### src/rtl/csr_pkg.sv
package csr_pkg;

    // Register map
    localparam logic [7:0] lut_frame     = 8'h00;
    localparam logic [7:0] lut_addr_hi   = 8'h01;
    localparam logic [7:0] lut_addr_lo   = 8'h02;
    localparam logic [7:0] lut_wr        = 8'h03;
    localparam logic [7:0] op_left_hi    = 8'h04;
    localparam logic [7:0] op_left_lo    = 8'h05;
    localparam logic [7:0] op_right_hi   = 8'h06;
    localparam logic [7:0] op_right_lo   = 8'h07;
    localparam logic [7:0] op_top_hi     = 8'h08;
    localparam logic [7:0] op_top_lo     = 8'h09;
    localparam logic [7:0] op_bottom_hi  = 8'h0a;
    localparam logic [7:0] op_bottom_lo  = 8'h0b;
    localparam logic [7:0] op_param      = 8'h0c;
    localparam logic [7:0] op_length     = 8'h0d;
    localparam logic [7:0] op_cmd        = 8'h0e;
    localparam logic [7:0] control       = 8'h0f;
    localparam logic [7:0] cfg_vfp       = 8'h10;
    localparam logic [7:0] cfg_vsync     = 8'h11;
    localparam logic [7:0] cfg_vbp       = 8'h12;
    localparam logic [7:0] cfg_vact_hi   = 8'h13;
    localparam logic [7:0] cfg_vact_lo   = 8'h14;
    localparam logic [7:0] cfg_hfp       = 8'h15;
    localparam logic [7:0] cfg_hsync     = 8'h16;
    localparam logic [7:0] cfg_hbp       = 8'h17;
    localparam logic [7:0] cfg_hact_hi   = 8'h18;
    localparam logic [7:0] cfg_hact_lo   = 8'h19;
    localparam logic [7:0] cfg_fbytes_b2 = 8'h1a;
    localparam logic [7:0] cfg_fbytes_b1 = 8'h1b;
    localparam logic [7:0] cfg_fbytes_b0 = 8'h1c;

    // Frame index of the default waveform
    localparam logic [5:0] lut_frame_reset = 6'd38;

    // Control register, written as an enable and read back as status
    typedef union packed {
        struct packed {
            logic       mem_error;
            logic       if_error;
            logic       sys_ready;
            logic       op_busy;
            logic       op_queue;
            logic [1:0] rsvd;
            logic       en;
        } status;
        struct packed {
            logic [6:0] ignored;
            logic       en;
        } ctrl;
    } ctrl_word_u;

endpackage

### src/rtl/timing_pkg.sv
package timing_pkg;

    // Field widths
    localparam int coord_w  = 12;
    localparam int porch_w  = 8;
    localparam int fbytes_w = 24;

    // Panel timing loaded at reset in self-boot builds
    localparam logic [porch_w-1:0]  default_vfp    = 8'd12;
    localparam logic [porch_w-1:0]  default_vsync  = 8'd1;
    localparam logic [porch_w-1:0]  default_vbp    = 8'd2;
    localparam logic [coord_w-1:0]  default_vact   = 12'd1200;
    localparam logic [porch_w-1:0]  default_hfp    = 8'd2;
    localparam logic [porch_w-1:0]  default_hsync  = 8'd1;
    localparam logic [porch_w-1:0]  default_hbp    = 8'd2;
    localparam logic [coord_w-1:0]  default_hact   = 12'd400;
    localparam logic [fbytes_w-1:0] default_fbytes = 24'd480000;

endpackage

### src/rtl/spi_target.sv
`timescale 1ns/10ps

module spi_target (
    input  logic       clk,
    input  logic       rst,
    input  logic       spi_cs,
    input  logic       spi_sck,
    input  logic       spi_mosi,
    output logic       spi_miso,
    output logic [7:0] req_addr,
    output logic [7:0] req_wdata,
    output logic       req_ren,
    output logic       req_wen,
    input  logic [7:0] req_rdata
);

    // Mode 3: SCK idles high, MOSI sampled on rising edge, MISO driven on falling edge
    localparam logic phase_addr = 1'b0;
    localparam logic phase_data = 1'b1;

    logic       sck_prev;
    logic       phase;
    logic [2:0] bit_cnt;
    logic [6:0] rx_shift;
    logic [7:0] tx_shift;
    logic [7:0] rx_next;
    logic       sck_rise;
    logic       sck_fall;
    logic       auto_inc;

    assign rx_next  = {rx_shift, spi_mosi};
    assign sck_rise = !sck_prev && spi_sck;
    assign sck_fall = sck_prev && !spi_sck;

    // LUT and command writes stream into one address
    assign auto_inc = (req_addr != csr_pkg::lut_wr) && (req_addr != csr_pkg::op_cmd);

    always_ff @(posedge clk) begin
        if (rst) begin
            sck_prev <= 1'b1;
            phase    <= phase_addr;
            bit_cnt  <= 3'd0;
            req_ren  <= 1'b0;
            req_wen  <= 1'b0;
            spi_miso <= 1'b1;
        end else begin
            sck_prev <= spi_sck;
            req_ren  <= 1'b0;
            req_wen  <= 1'b0;

            if (req_wen && auto_inc) begin
                req_addr <= req_addr + 8'd1;
            end

            if (spi_cs) begin
                // Deselected, wait for the next address byte
                bit_cnt  <= 3'd0;
                phase    <= phase_addr;
                tx_shift <= 8'hff;
            end else begin
                // Read data arrives one clk after the address byte
                if (req_ren) begin
                    tx_shift <= req_rdata;
                end

                if (sck_rise) begin
                    rx_shift <= rx_next[6:0];
                    bit_cnt  <= bit_cnt + 3'd1;
                    if (bit_cnt == 3'd7) begin
                        if (phase == phase_addr) begin
                            req_addr <= rx_next;
                            req_ren  <= 1'b1;
                            phase    <= phase_data;
                        end else begin
                            req_wdata <= rx_next;
                            req_wen   <= 1'b1;
                        end
                    end
                end else if (sck_fall) begin
                    spi_miso <= tx_shift[7];
                    tx_shift <= {tx_shift[6:0], 1'b0};
                end
            end
        end
    end

endmodule

### src/rtl/csr_bank.sv
`timescale 1ns/10ps

module csr_bank #(
    parameter bit self_boot = 1'b0
) (
    input  logic                            clk,
    input  logic                            rst,
    input  logic [7:0]                      req_addr,
    input  logic [7:0]                      req_wdata,
    input  logic                            req_wen,
    output logic [7:0]                      req_rdata,
    input  logic                            sys_ready,
    input  logic                            mem_error,
    input  logic                            if_error,
    input  logic                            op_busy,
    input  logic                            op_queue,
    output logic [5:0]                      lut_frame,
    output logic [11:0]                     lut_addr,
    output logic [7:0]                      lut_wr,
    output logic                            lut_we,
    output logic [timing_pkg::coord_w-1:0]  op_left,
    output logic [timing_pkg::coord_w-1:0]  op_right,
    output logic [timing_pkg::coord_w-1:0]  op_top,
    output logic [timing_pkg::coord_w-1:0]  op_bottom,
    output logic [7:0]                      op_param,
    output logic [7:0]                      op_length,
    output logic [7:0]                      op_cmd,
    output logic                            op_valid,
    output logic                            ctrl_en,
    output logic [timing_pkg::porch_w-1:0]  cfg_vfp,
    output logic [timing_pkg::porch_w-1:0]  cfg_vsync,
    output logic [timing_pkg::porch_w-1:0]  cfg_vbp,
    output logic [timing_pkg::coord_w-1:0]  cfg_vact,
    output logic [timing_pkg::porch_w-1:0]  cfg_hfp,
    output logic [timing_pkg::porch_w-1:0]  cfg_hsync,
    output logic [timing_pkg::porch_w-1:0]  cfg_hbp,
    output logic [timing_pkg::coord_w-1:0]  cfg_hact,
    output logic [timing_pkg::fbytes_w-1:0] cfg_fbytes
);

    csr_pkg::ctrl_word_u wr_word;
    csr_pkg::ctrl_word_u rd_word;

    assign wr_word = req_wdata;

    // Status view of the control word
    always_comb begin
        rd_word                  = '0;
        rd_word.status.mem_error = mem_error;
        rd_word.status.if_error  = if_error;
        rd_word.status.sys_ready = sys_ready;
        rd_word.status.op_busy   = op_busy;
        rd_word.status.op_queue  = op_queue;
        rd_word.status.en        = ctrl_en;
    end

    assign req_rdata = (req_addr == csr_pkg::control) ? rd_word : 8'h00;

    always_ff @(posedge clk) begin
        if (rst) begin
            lut_frame <= csr_pkg::lut_frame_reset;
            lut_we    <= 1'b0;
            op_valid  <= 1'b0;
            if (self_boot) begin
                ctrl_en    <= 1'b1;
                cfg_vfp    <= timing_pkg::default_vfp;
                cfg_vsync  <= timing_pkg::default_vsync;
                cfg_vbp    <= timing_pkg::default_vbp;
                cfg_vact   <= timing_pkg::default_vact;
                cfg_hfp    <= timing_pkg::default_hfp;
                cfg_hsync  <= timing_pkg::default_hsync;
                cfg_hbp    <= timing_pkg::default_hbp;
                cfg_hact   <= timing_pkg::default_hact;
                cfg_fbytes <= timing_pkg::default_fbytes;
            end else begin
                ctrl_en <= 1'b0;
            end
        end else begin
            lut_we   <= 1'b0;
            op_valid <= 1'b0;
            if (req_wen) begin
                // High bytes carry only the top nibble of 12-bit fields
                case (req_addr)
                    csr_pkg::lut_frame:     lut_frame         <= req_wdata[5:0];
                    csr_pkg::lut_addr_hi:   lut_addr[11:8]    <= req_wdata[3:0];
                    csr_pkg::lut_addr_lo:   lut_addr[7:0]     <= req_wdata;
                    csr_pkg::lut_wr: begin
                        lut_wr <= req_wdata;
                        lut_we <= 1'b1;
                    end
                    csr_pkg::op_left_hi:    op_left[11:8]     <= req_wdata[3:0];
                    csr_pkg::op_left_lo:    op_left[7:0]      <= req_wdata;
                    csr_pkg::op_right_hi:   op_right[11:8]    <= req_wdata[3:0];
                    csr_pkg::op_right_lo:   op_right[7:0]     <= req_wdata;
                    csr_pkg::op_top_hi:     op_top[11:8]      <= req_wdata[3:0];
                    csr_pkg::op_top_lo:     op_top[7:0]       <= req_wdata;
                    csr_pkg::op_bottom_hi:  op_bottom[11:8]   <= req_wdata[3:0];
                    csr_pkg::op_bottom_lo:  op_bottom[7:0]    <= req_wdata;
                    csr_pkg::op_param:      op_param          <= req_wdata;
                    csr_pkg::op_length:     op_length         <= req_wdata;
                    csr_pkg::op_cmd: begin
                        op_cmd   <= req_wdata;
                        op_valid <= 1'b1;
                    end
                    csr_pkg::control:       ctrl_en           <= wr_word.ctrl.en;
                    csr_pkg::cfg_vfp:       cfg_vfp           <= req_wdata;
                    csr_pkg::cfg_vsync:     cfg_vsync         <= req_wdata;
                    csr_pkg::cfg_vbp:       cfg_vbp           <= req_wdata;
                    csr_pkg::cfg_vact_hi:   cfg_vact[11:8]    <= req_wdata[3:0];
                    csr_pkg::cfg_vact_lo:   cfg_vact[7:0]     <= req_wdata;
                    csr_pkg::cfg_hfp:       cfg_hfp           <= req_wdata;
                    csr_pkg::cfg_hsync:     cfg_hsync         <= req_wdata;
                    csr_pkg::cfg_hbp:       cfg_hbp           <= req_wdata;
                    csr_pkg::cfg_hact_hi:   cfg_hact[11:8]    <= req_wdata[3:0];
                    csr_pkg::cfg_hact_lo:   cfg_hact[7:0]     <= req_wdata;
                    csr_pkg::cfg_fbytes_b2: cfg_fbytes[23:16] <= req_wdata;
                    csr_pkg::cfg_fbytes_b1: cfg_fbytes[15:8]  <= req_wdata;
                    csr_pkg::cfg_fbytes_b0: cfg_fbytes[7:0]   <= req_wdata;
                    default: ;
                endcase
            end
        end
    end

endmodule

### src/rtl/frame_timing.sv
`timescale 1ns/10ps

module frame_timing (
    input  logic                           clk,
    input  logic                           rst,
    input  logic                           en,
    input  logic [timing_pkg::porch_w-1:0] vfp,
    input  logic [timing_pkg::porch_w-1:0] vsync,
    input  logic [timing_pkg::porch_w-1:0] vbp,
    input  logic [timing_pkg::coord_w-1:0] vact,
    input  logic [timing_pkg::porch_w-1:0] hfp,
    input  logic [timing_pkg::porch_w-1:0] hsync,
    input  logic [timing_pkg::porch_w-1:0] hbp,
    input  logic [timing_pkg::coord_w-1:0] hact,
    output logic                           hsync_o,
    output logic                           vsync_o,
    output logic                           de,
    output logic                           frame_start
);

    // One extra bit covers the porches on top of the active size
    localparam int cnt_w = timing_pkg::coord_w + 1;

    logic [cnt_w-1:0] h_cnt;
    logic [cnt_w-1:0] v_cnt;
    logic [cnt_w-1:0] h_act_start;
    logic [cnt_w-1:0] h_act_end;
    logic [cnt_w-1:0] h_total;
    logic [cnt_w-1:0] v_act_start;
    logic [cnt_w-1:0] v_act_end;
    logic [cnt_w-1:0] v_total;
    logic             line_end;

    // Each line and frame runs sync, back porch, active, front porch
    assign h_act_start = cnt_w'(hsync) + cnt_w'(hbp);
    assign h_act_end   = h_act_start + cnt_w'(hact);
    assign h_total     = h_act_end + cnt_w'(hfp);
    assign v_act_start = cnt_w'(vsync) + cnt_w'(vbp);
    assign v_act_end   = v_act_start + cnt_w'(vact);
    assign v_total     = v_act_end + cnt_w'(vfp);

    assign line_end = (h_cnt == h_total - cnt_w'(1));

    always_ff @(posedge clk) begin
        if (rst || !en) begin
            h_cnt       <= '0;
            v_cnt       <= '0;
            hsync_o     <= 1'b0;
            vsync_o     <= 1'b0;
            de          <= 1'b0;
            frame_start <= 1'b0;
        end else begin
            h_cnt <= line_end ? '0 : h_cnt + cnt_w'(1);
            if (line_end) begin
                v_cnt <= (v_cnt == v_total - cnt_w'(1)) ? '0 : v_cnt + cnt_w'(1);
            end
            hsync_o     <= h_cnt < cnt_w'(hsync);
            vsync_o     <= v_cnt < cnt_w'(vsync);
            de          <= (h_cnt >= h_act_start) && (h_cnt < h_act_end) &&
                           (v_cnt >= v_act_start) && (v_cnt < v_act_end);
            frame_start <= (h_cnt == '0) && (v_cnt == '0);
        end
    end

endmodule

### src/rtl/epd_ctrl_top.sv
`timescale 1ns/10ps

module epd_ctrl_top #(
    parameter bit self_boot = 1'b0
) (
    input  logic                            clk,
    input  logic                            rst,
    input  logic                            spi_cs,
    input  logic                            spi_sck,
    input  logic                            spi_mosi,
    output logic                            spi_miso,
    input  logic                            sys_ready,
    input  logic                            mem_error,
    input  logic                            if_error,
    input  logic                            op_busy,
    input  logic                            op_queue,
    output logic [5:0]                      lut_frame,
    output logic [11:0]                     lut_addr,
    output logic [7:0]                      lut_wr,
    output logic                            lut_we,
    output logic [timing_pkg::coord_w-1:0]  op_left,
    output logic [timing_pkg::coord_w-1:0]  op_right,
    output logic [timing_pkg::coord_w-1:0]  op_top,
    output logic [timing_pkg::coord_w-1:0]  op_bottom,
    output logic [7:0]                      op_param,
    output logic [7:0]                      op_length,
    output logic [7:0]                      op_cmd,
    output logic                            op_valid,
    output logic                            ctrl_en,
    output logic [timing_pkg::porch_w-1:0]  cfg_vfp,
    output logic [timing_pkg::porch_w-1:0]  cfg_vsync,
    output logic [timing_pkg::porch_w-1:0]  cfg_vbp,
    output logic [timing_pkg::coord_w-1:0]  cfg_vact,
    output logic [timing_pkg::porch_w-1:0]  cfg_hfp,
    output logic [timing_pkg::porch_w-1:0]  cfg_hsync,
    output logic [timing_pkg::porch_w-1:0]  cfg_hbp,
    output logic [timing_pkg::coord_w-1:0]  cfg_hact,
    output logic [timing_pkg::fbytes_w-1:0] cfg_fbytes,
    output logic                            hsync,
    output logic                            vsync,
    output logic                            de,
    output logic                            frame_start
);

    // SPI request path into the register bank
    logic [7:0] req_addr;
    logic [7:0] req_wdata;
    logic [7:0] req_rdata;
    logic       req_ren;
    logic       req_wen;

    spi_target u_spi (
        .clk       (clk),
        .rst       (rst),
        .spi_cs    (spi_cs),
        .spi_sck   (spi_sck),
        .spi_mosi  (spi_mosi),
        .spi_miso  (spi_miso),
        .req_addr  (req_addr),
        .req_wdata (req_wdata),
        .req_ren   (req_ren),
        .req_wen   (req_wen),
        .req_rdata (req_rdata)
    );

    csr_bank #(
        .self_boot (self_boot)
    ) u_csr (
        .clk        (clk),
        .rst        (rst),
        .req_addr   (req_addr),
        .req_wdata  (req_wdata),
        .req_wen    (req_wen),
        .req_rdata  (req_rdata),
        .sys_ready  (sys_ready),
        .mem_error  (mem_error),
        .if_error   (if_error),
        .op_busy    (op_busy),
        .op_queue   (op_queue),
        .lut_frame  (lut_frame),
        .lut_addr   (lut_addr),
        .lut_wr     (lut_wr),
        .lut_we     (lut_we),
        .op_left    (op_left),
        .op_right   (op_right),
        .op_top     (op_top),
        .op_bottom  (op_bottom),
        .op_param   (op_param),
        .op_length  (op_length),
        .op_cmd     (op_cmd),
        .op_valid   (op_valid),
        .ctrl_en    (ctrl_en),
        .cfg_vfp    (cfg_vfp),
        .cfg_vsync  (cfg_vsync),
        .cfg_vbp    (cfg_vbp),
        .cfg_vact   (cfg_vact),
        .cfg_hfp    (cfg_hfp),
        .cfg_hsync  (cfg_hsync),
        .cfg_hbp    (cfg_hbp),
        .cfg_hact   (cfg_hact),
        .cfg_fbytes (cfg_fbytes)
    );

    frame_timing u_timing (
        .clk         (clk),
        .rst         (rst),
        .en          (ctrl_en),
        .vfp         (cfg_vfp),
        .vsync       (cfg_vsync),
        .vbp         (cfg_vbp),
        .vact        (cfg_vact),
        .hfp         (cfg_hfp),
        .hsync       (cfg_hsync),
        .hbp         (cfg_hbp),
        .hact        (cfg_hact),
        .hsync_o     (hsync),
        .vsync_o     (vsync),
        .de          (de),
        .frame_start (frame_start)
    );

endmodule

### config.mk
export PLATFORM = sky130hd
export DESIGN_NAME = epd_ctrl_top
export DESIGN_NICKNAME = d
export VERILOG_FILES = /design/src/rtl/csr_pkg.sv /design/src/rtl/timing_pkg.sv /design/src/rtl/spi_target.sv /design/src/rtl/csr_bank.sv /design/src/rtl/frame_timing.sv /design/src/rtl/epd_ctrl_top.sv
export SDC_FILE = /design/constraint.sdc
export NUM_CORES = 1
export LEC_CHECK = 0
export ABC_AREA = 1
export BUFFER_PORTS_ARGS = -buffer_cell sky130_fd_sc_hd__buf_2
export CAP_MARGIN = 20
export CELL_PAD_IN_SITES_DETAIL_PLACEMENT = 1
export CELL_PAD_IN_SITES_GLOBAL_PLACEMENT = 2
export CORE_ASPECT_RATIO = 0.75
export CORE_MARGIN = 3
export CORE_UTILIZATION = 33
export CTS_CLUSTER_DIAMETER = 50
export DETAILED_ROUTE_END_ITERATION = 7
export MAX_ROUTING_LAYER = met4
export PLACE_DENSITY = 0.82
export SLEW_MARGIN = 20
export SYNTH_ARGS = -nofsm -noshare
export SYNTH_HDL_FRONTEND = slang
export SYNTH_SLANG_ARGS = --single-unit
### constraint.sdc
create_clock -name clk -period 4.7 [get_ports clk]
set_input_delay 0.705 -clock clk [delete_from_list [all_inputs] [get_ports clk]]
set_output_delay 0.705 -clock clk [all_outputs]
set_load 0.01 [all_outputs]
==> results.py <==
metrics = {
    "status": {
        "status": "finished with violations",
        "violations": "negative setup slack",
    },
    "setup_path": {
        "r2r-start": "u_csr.cfg_hsync[0]$_DFFE_PP_",
        "start_kind": "flip-flop",
        "rrSetupSlack_ns": -0.13,
        "critPathRequiredTime_ns": 5.16,
        "endpoint_kind": "flip-flop",
        "path_max_fanout": 6,
        "reg2regPathDepth": 36,
        "reg2reg_to": "u_timing.v_cnt[10]$_SDFFE_PP0N_",
        "slowest_stage": "edfxtp_1",
        "arrival_ns": 5.29,
        "slowest_delay_ns": 0.37,
        "worstSetupPathType": "reg -> reg",
        "cpMostUsedCell": "nand2_2",
    },
    "min_path": {
        "min_from": "spi_sck",
        "min_to": "u_spi.sck_prev$_SDFF_PP1_",
        "min_path_type": "in -> reg",
        "hold_depth": 3,
    },
    "synthesis": {
        "synthesis.nets": 1610,
        "synth_edf_count": 219,
        "synth-seq-cells": 266,
        "avgSynthCellArea_sq_um": 9.591,
        "netlist_instances": 1478,
        "synthArstFlopShare_pct": 0,
        "syn_area_sq_um": 14180,
        "synth.distinct_cells": 46,
        "yosys_warnings": 0,
        "ys.flop_type": "edfxtp_1",
        "ys_seq_area_share_pct": 53.03,
    },
    "placement": {
        "dp.cells": 2431,
        "place.gp.congestion": 0.8807,
        "dpl.hpwl_um": 37670,
        "numPortBuffers": 211,
    },
    "routing": {
        "drt_first_pass_iters": 5,
        "drc": 0,
        "wl_per_cell_um": 20.22,
        "ant_nets": 0,
        "routed_wirelength_um": 51260,
        "via_count": 12450,
        "drt_iter0_markers": 782,
        "vias_per_cell": 4.911,
    },
    "power_and_ir_drop": {
        "pwr_density_cell_nw_per_um2": 269.4,
        "p_leak_nw": 8.794,
        "power_mw": 5.383,
        "ir_drop_uv": 229.0,
    },
    "finish": {
        "final_common_cell": "nand2_1",
        "mostFrequentLayoutCells": "273 x nand2_1, 219 x edfxtp_1, 211 x buf_2",
        "area.growth.synth_to_final_pct": 40.95,
        "drive_gt1_share_pct": 36.44,
        "fin_cells": 2535,
        "n_fill_cell": 4791,
        "fin_nets": 2070,
    },
    "sta": {
        "fin_ws_ns": -0.1306,
        "fmax_ghz": 0.2070,
        "hold-worst-slack_ns": 0.3926,
        "hold_violations": 0,
        "period_needed_ns": 4.831,
        "maxSlewHeadroom_pct": 21.60,
        "tightest_slew_ns": 1.172,
        "grt_setup_unrepaired": "true",
        "setup_viol": 26,
        "min_period_over_period_pct": 102.8,
        "maxSlewViolCount": 0,
        "clock_skew_ns": 0.02646,
    },
    "global_route": {
        "antenna_found_initial": 2,
        "grt_max_degree": 25,
        "overflow": 0,
        "grt_pass1_vias": 13170,
        "grt_pass1_wl_um": 76760,
        "grt_usage_pct": 22.54,
    },
    "clocking": {
        "clock-root-buffer": "clkbuf_16",
        "clockBufferDepth": 3,
        "holdBufCountCts": 0,
        "cts_buffers": 35,
        "cts_tree": "done",
        "clock_latency_ns": 0.54,
        "htreeDepth": 2,
        "clkSinkCount": 266,
        "path_clk_slew_ns": 0.06,
    },
    "floorplan": {
        "pin_count": 212,
        "initial_core_util_pct": 33.59,
        "core_area_sq_um": 42210,
        "die_x_um": 245.3,
        "die_h_um": 185.5,
        "fp.dieArea_sq_um": 45510,
        "rows": 65,
    },
    "job": {
        "max_cap_viol_count": 0,
    },
}
## worst max-delay path: cells and delay by family, from the launching register on
| kind | cells | cell delay [ns] |
|---|---|---|
| simple gates | 23 | 2.28 |
| buf+inv | 7 | 0.75 |
| fa+ha+maj | 4 | 1.01 |
| xor+xnor | 2 | 0.34 |
| flops | 1 | 0.37 |
## cell type report
cell class	instances	area (sq um)	share of cell area (%)
flip-flops and latches	266	7517	37.62
multi-input cells	982	6899	34.53
repair buffers	428	2766	13.84
clock buffers	46	978.4	4.897
inverters	225	847.1	4.239
well taps	569	711.9	3.563
clock inverters	18	259.0	1.296
diodes	1	2.502	0.01252
## synth_stat cells, types with 3 or more instances
| library cell | instances | share of area, % |
|---|---|---|
| nor2_1 | 131 | 3.5 |
| o211ai_1 | 7 | 0.37 |
| clkbuf_1 | 4 | 0.11 |
| a31oi_1 | 9 | 0.40 |
| xor2_1 | 29 | 1.8 |
| nor2_2 | 6 | 0.26 |
| nand3b_1 | 7 | 0.37 |
| nor3b_1 | 5 | 0.26 |
| inv_1 | 220 | 5.8 |
| nand3_2 | 7 | 0.49 |
| o21ai_1 | 3 | 0.11 |
| nand3_1 | 97 | 3.4 |
| xnor2_1 | 20 | 1.2 |
| o21bai_1 | 11 | 0.58 |
| nand2_2 | 13 | 0.57 |
| nor3_1 | 35 | 1.2 |
| a21oi_1 | 57 | 2.0 |
| or2_2 | 4 | 0.18 |
| o21ai_0 | 27 | 0.95 |
| edfxtp_1 | 219 | 46 |
| clkinv_1 | 3 | 0.079 |
| and2_1 | 4 | 0.18 |
| a21oi_2 | 3 | 0.19 |
| nand2_1 | 324 | 8.6 |
| fa_1 | 6 | 0.85 |
| nor4_1 | 8 | 0.35 |
| nand4_1 | 33 | 1.5 |
| ha_1 | 116 | 10 |
| dfxtp_1 | 47 | 6.6 |
## layer usage
layer	GRT usage [%]	vias to the layer above	share of wire (%)
met5	-	-	0
met4	5.004	0	1.8
met3	3.629	65	4.5
met2	36.37	260	47
met1	30.11	6216	46
li1	-	5908	-
## sequential cells by signal (all words and copies together), names as in the netlist, 12 cells and up
register,count
u_csr.cfg_fbytes,24
u_timing.h_cnt,13
u_timing.v_cnt,13
u_csr.cfg_hact,12
u_csr.cfg_vact,12
u_csr.lut_addr,12
u_csr.op_bottom,12
u_csr.op_left,12
u_csr.op_right,12
u_csr.op_top,12
## report_power, final
group | internal (mW) | switching (mW) | total, mW | leakage (nW)
Sequential | 2.53 | 0.00687 | 2.53 | 2.34
Combinational | 0.0126 | 0.0303 | 0.0429 | 5.85
Clock | 1.72 | 1.09 | 2.81 | 0.597
## stage by stage
step	util [%]	area (sq um)	setup slack (ns)	TNS, ns
2_1_floorplan	-	14180	0.1084	0
3_3_place_gp	40.90	17260	-0.4816	-9.804
3_5_place_dp	40.94	17280	-0.6566	-14.06
4_1_cts	45.82	19340	-0.06514	-0.3456
5_1_grt	47.33	19980	-0.4325	-9.460
6_report	47.34	19980	-0.1306	-2.001
## repair_timing
item                                    4_1_cts  5_1_grt
pin swaps                                    67       90
endpoints found under the setup margin       26       26
setup buffers                                20       17
cloned                                        1        0
resized for setup                           138      109
## cell families after synthesis
group	synth area share [%]
and+or+nand+nor	21.34
buffers and inverters	6.178
adders and majority gates	11.09
muxes	0.1412
AOI/OAI and AO/OA	5.084
xor gates and xnor gates	3.142
DFF	53.03
## worst max path at each step
stage / end / slack (ns) / startpoint / depth (start not counted)
after CTS: u_timing.v_cnt[4]$_SDFFE_PP0N_ / -0.07 / u_csr.cfg_hbp[0]$_DFFE_PP_ / 35
after global routing: u_timing.v_cnt[9]$_SDFFE_PP0N_ / -0.43 / u_csr.cfg_hbp[0]$_DFFE_PP_ / 35
after detailed placement: u_timing.v_cnt[5]$_SDFFE_PP0N_ / -0.66 / u_csr.cfg_hsync[0]$_DFFE_PP_ / 31
after global placement: u_timing.v_cnt[12]$_SDFFE_PP0N_ / -0.48 / u_csr.cfg_hsync[0]$_DFFE_PP_ / 32
after floorplan: u_timing.h_cnt[5]$_SDFF_PP0_ / 0.11 / u_csr.cfg_hsync[0]$_DFFE_PP_ / 33
final: u_timing.v_cnt[10]$_SDFFE_PP0N_ / -0.13 / u_csr.cfg_hsync[0]$_DFFE_PP_ / 36
Power figures use the tool's default switching activity.
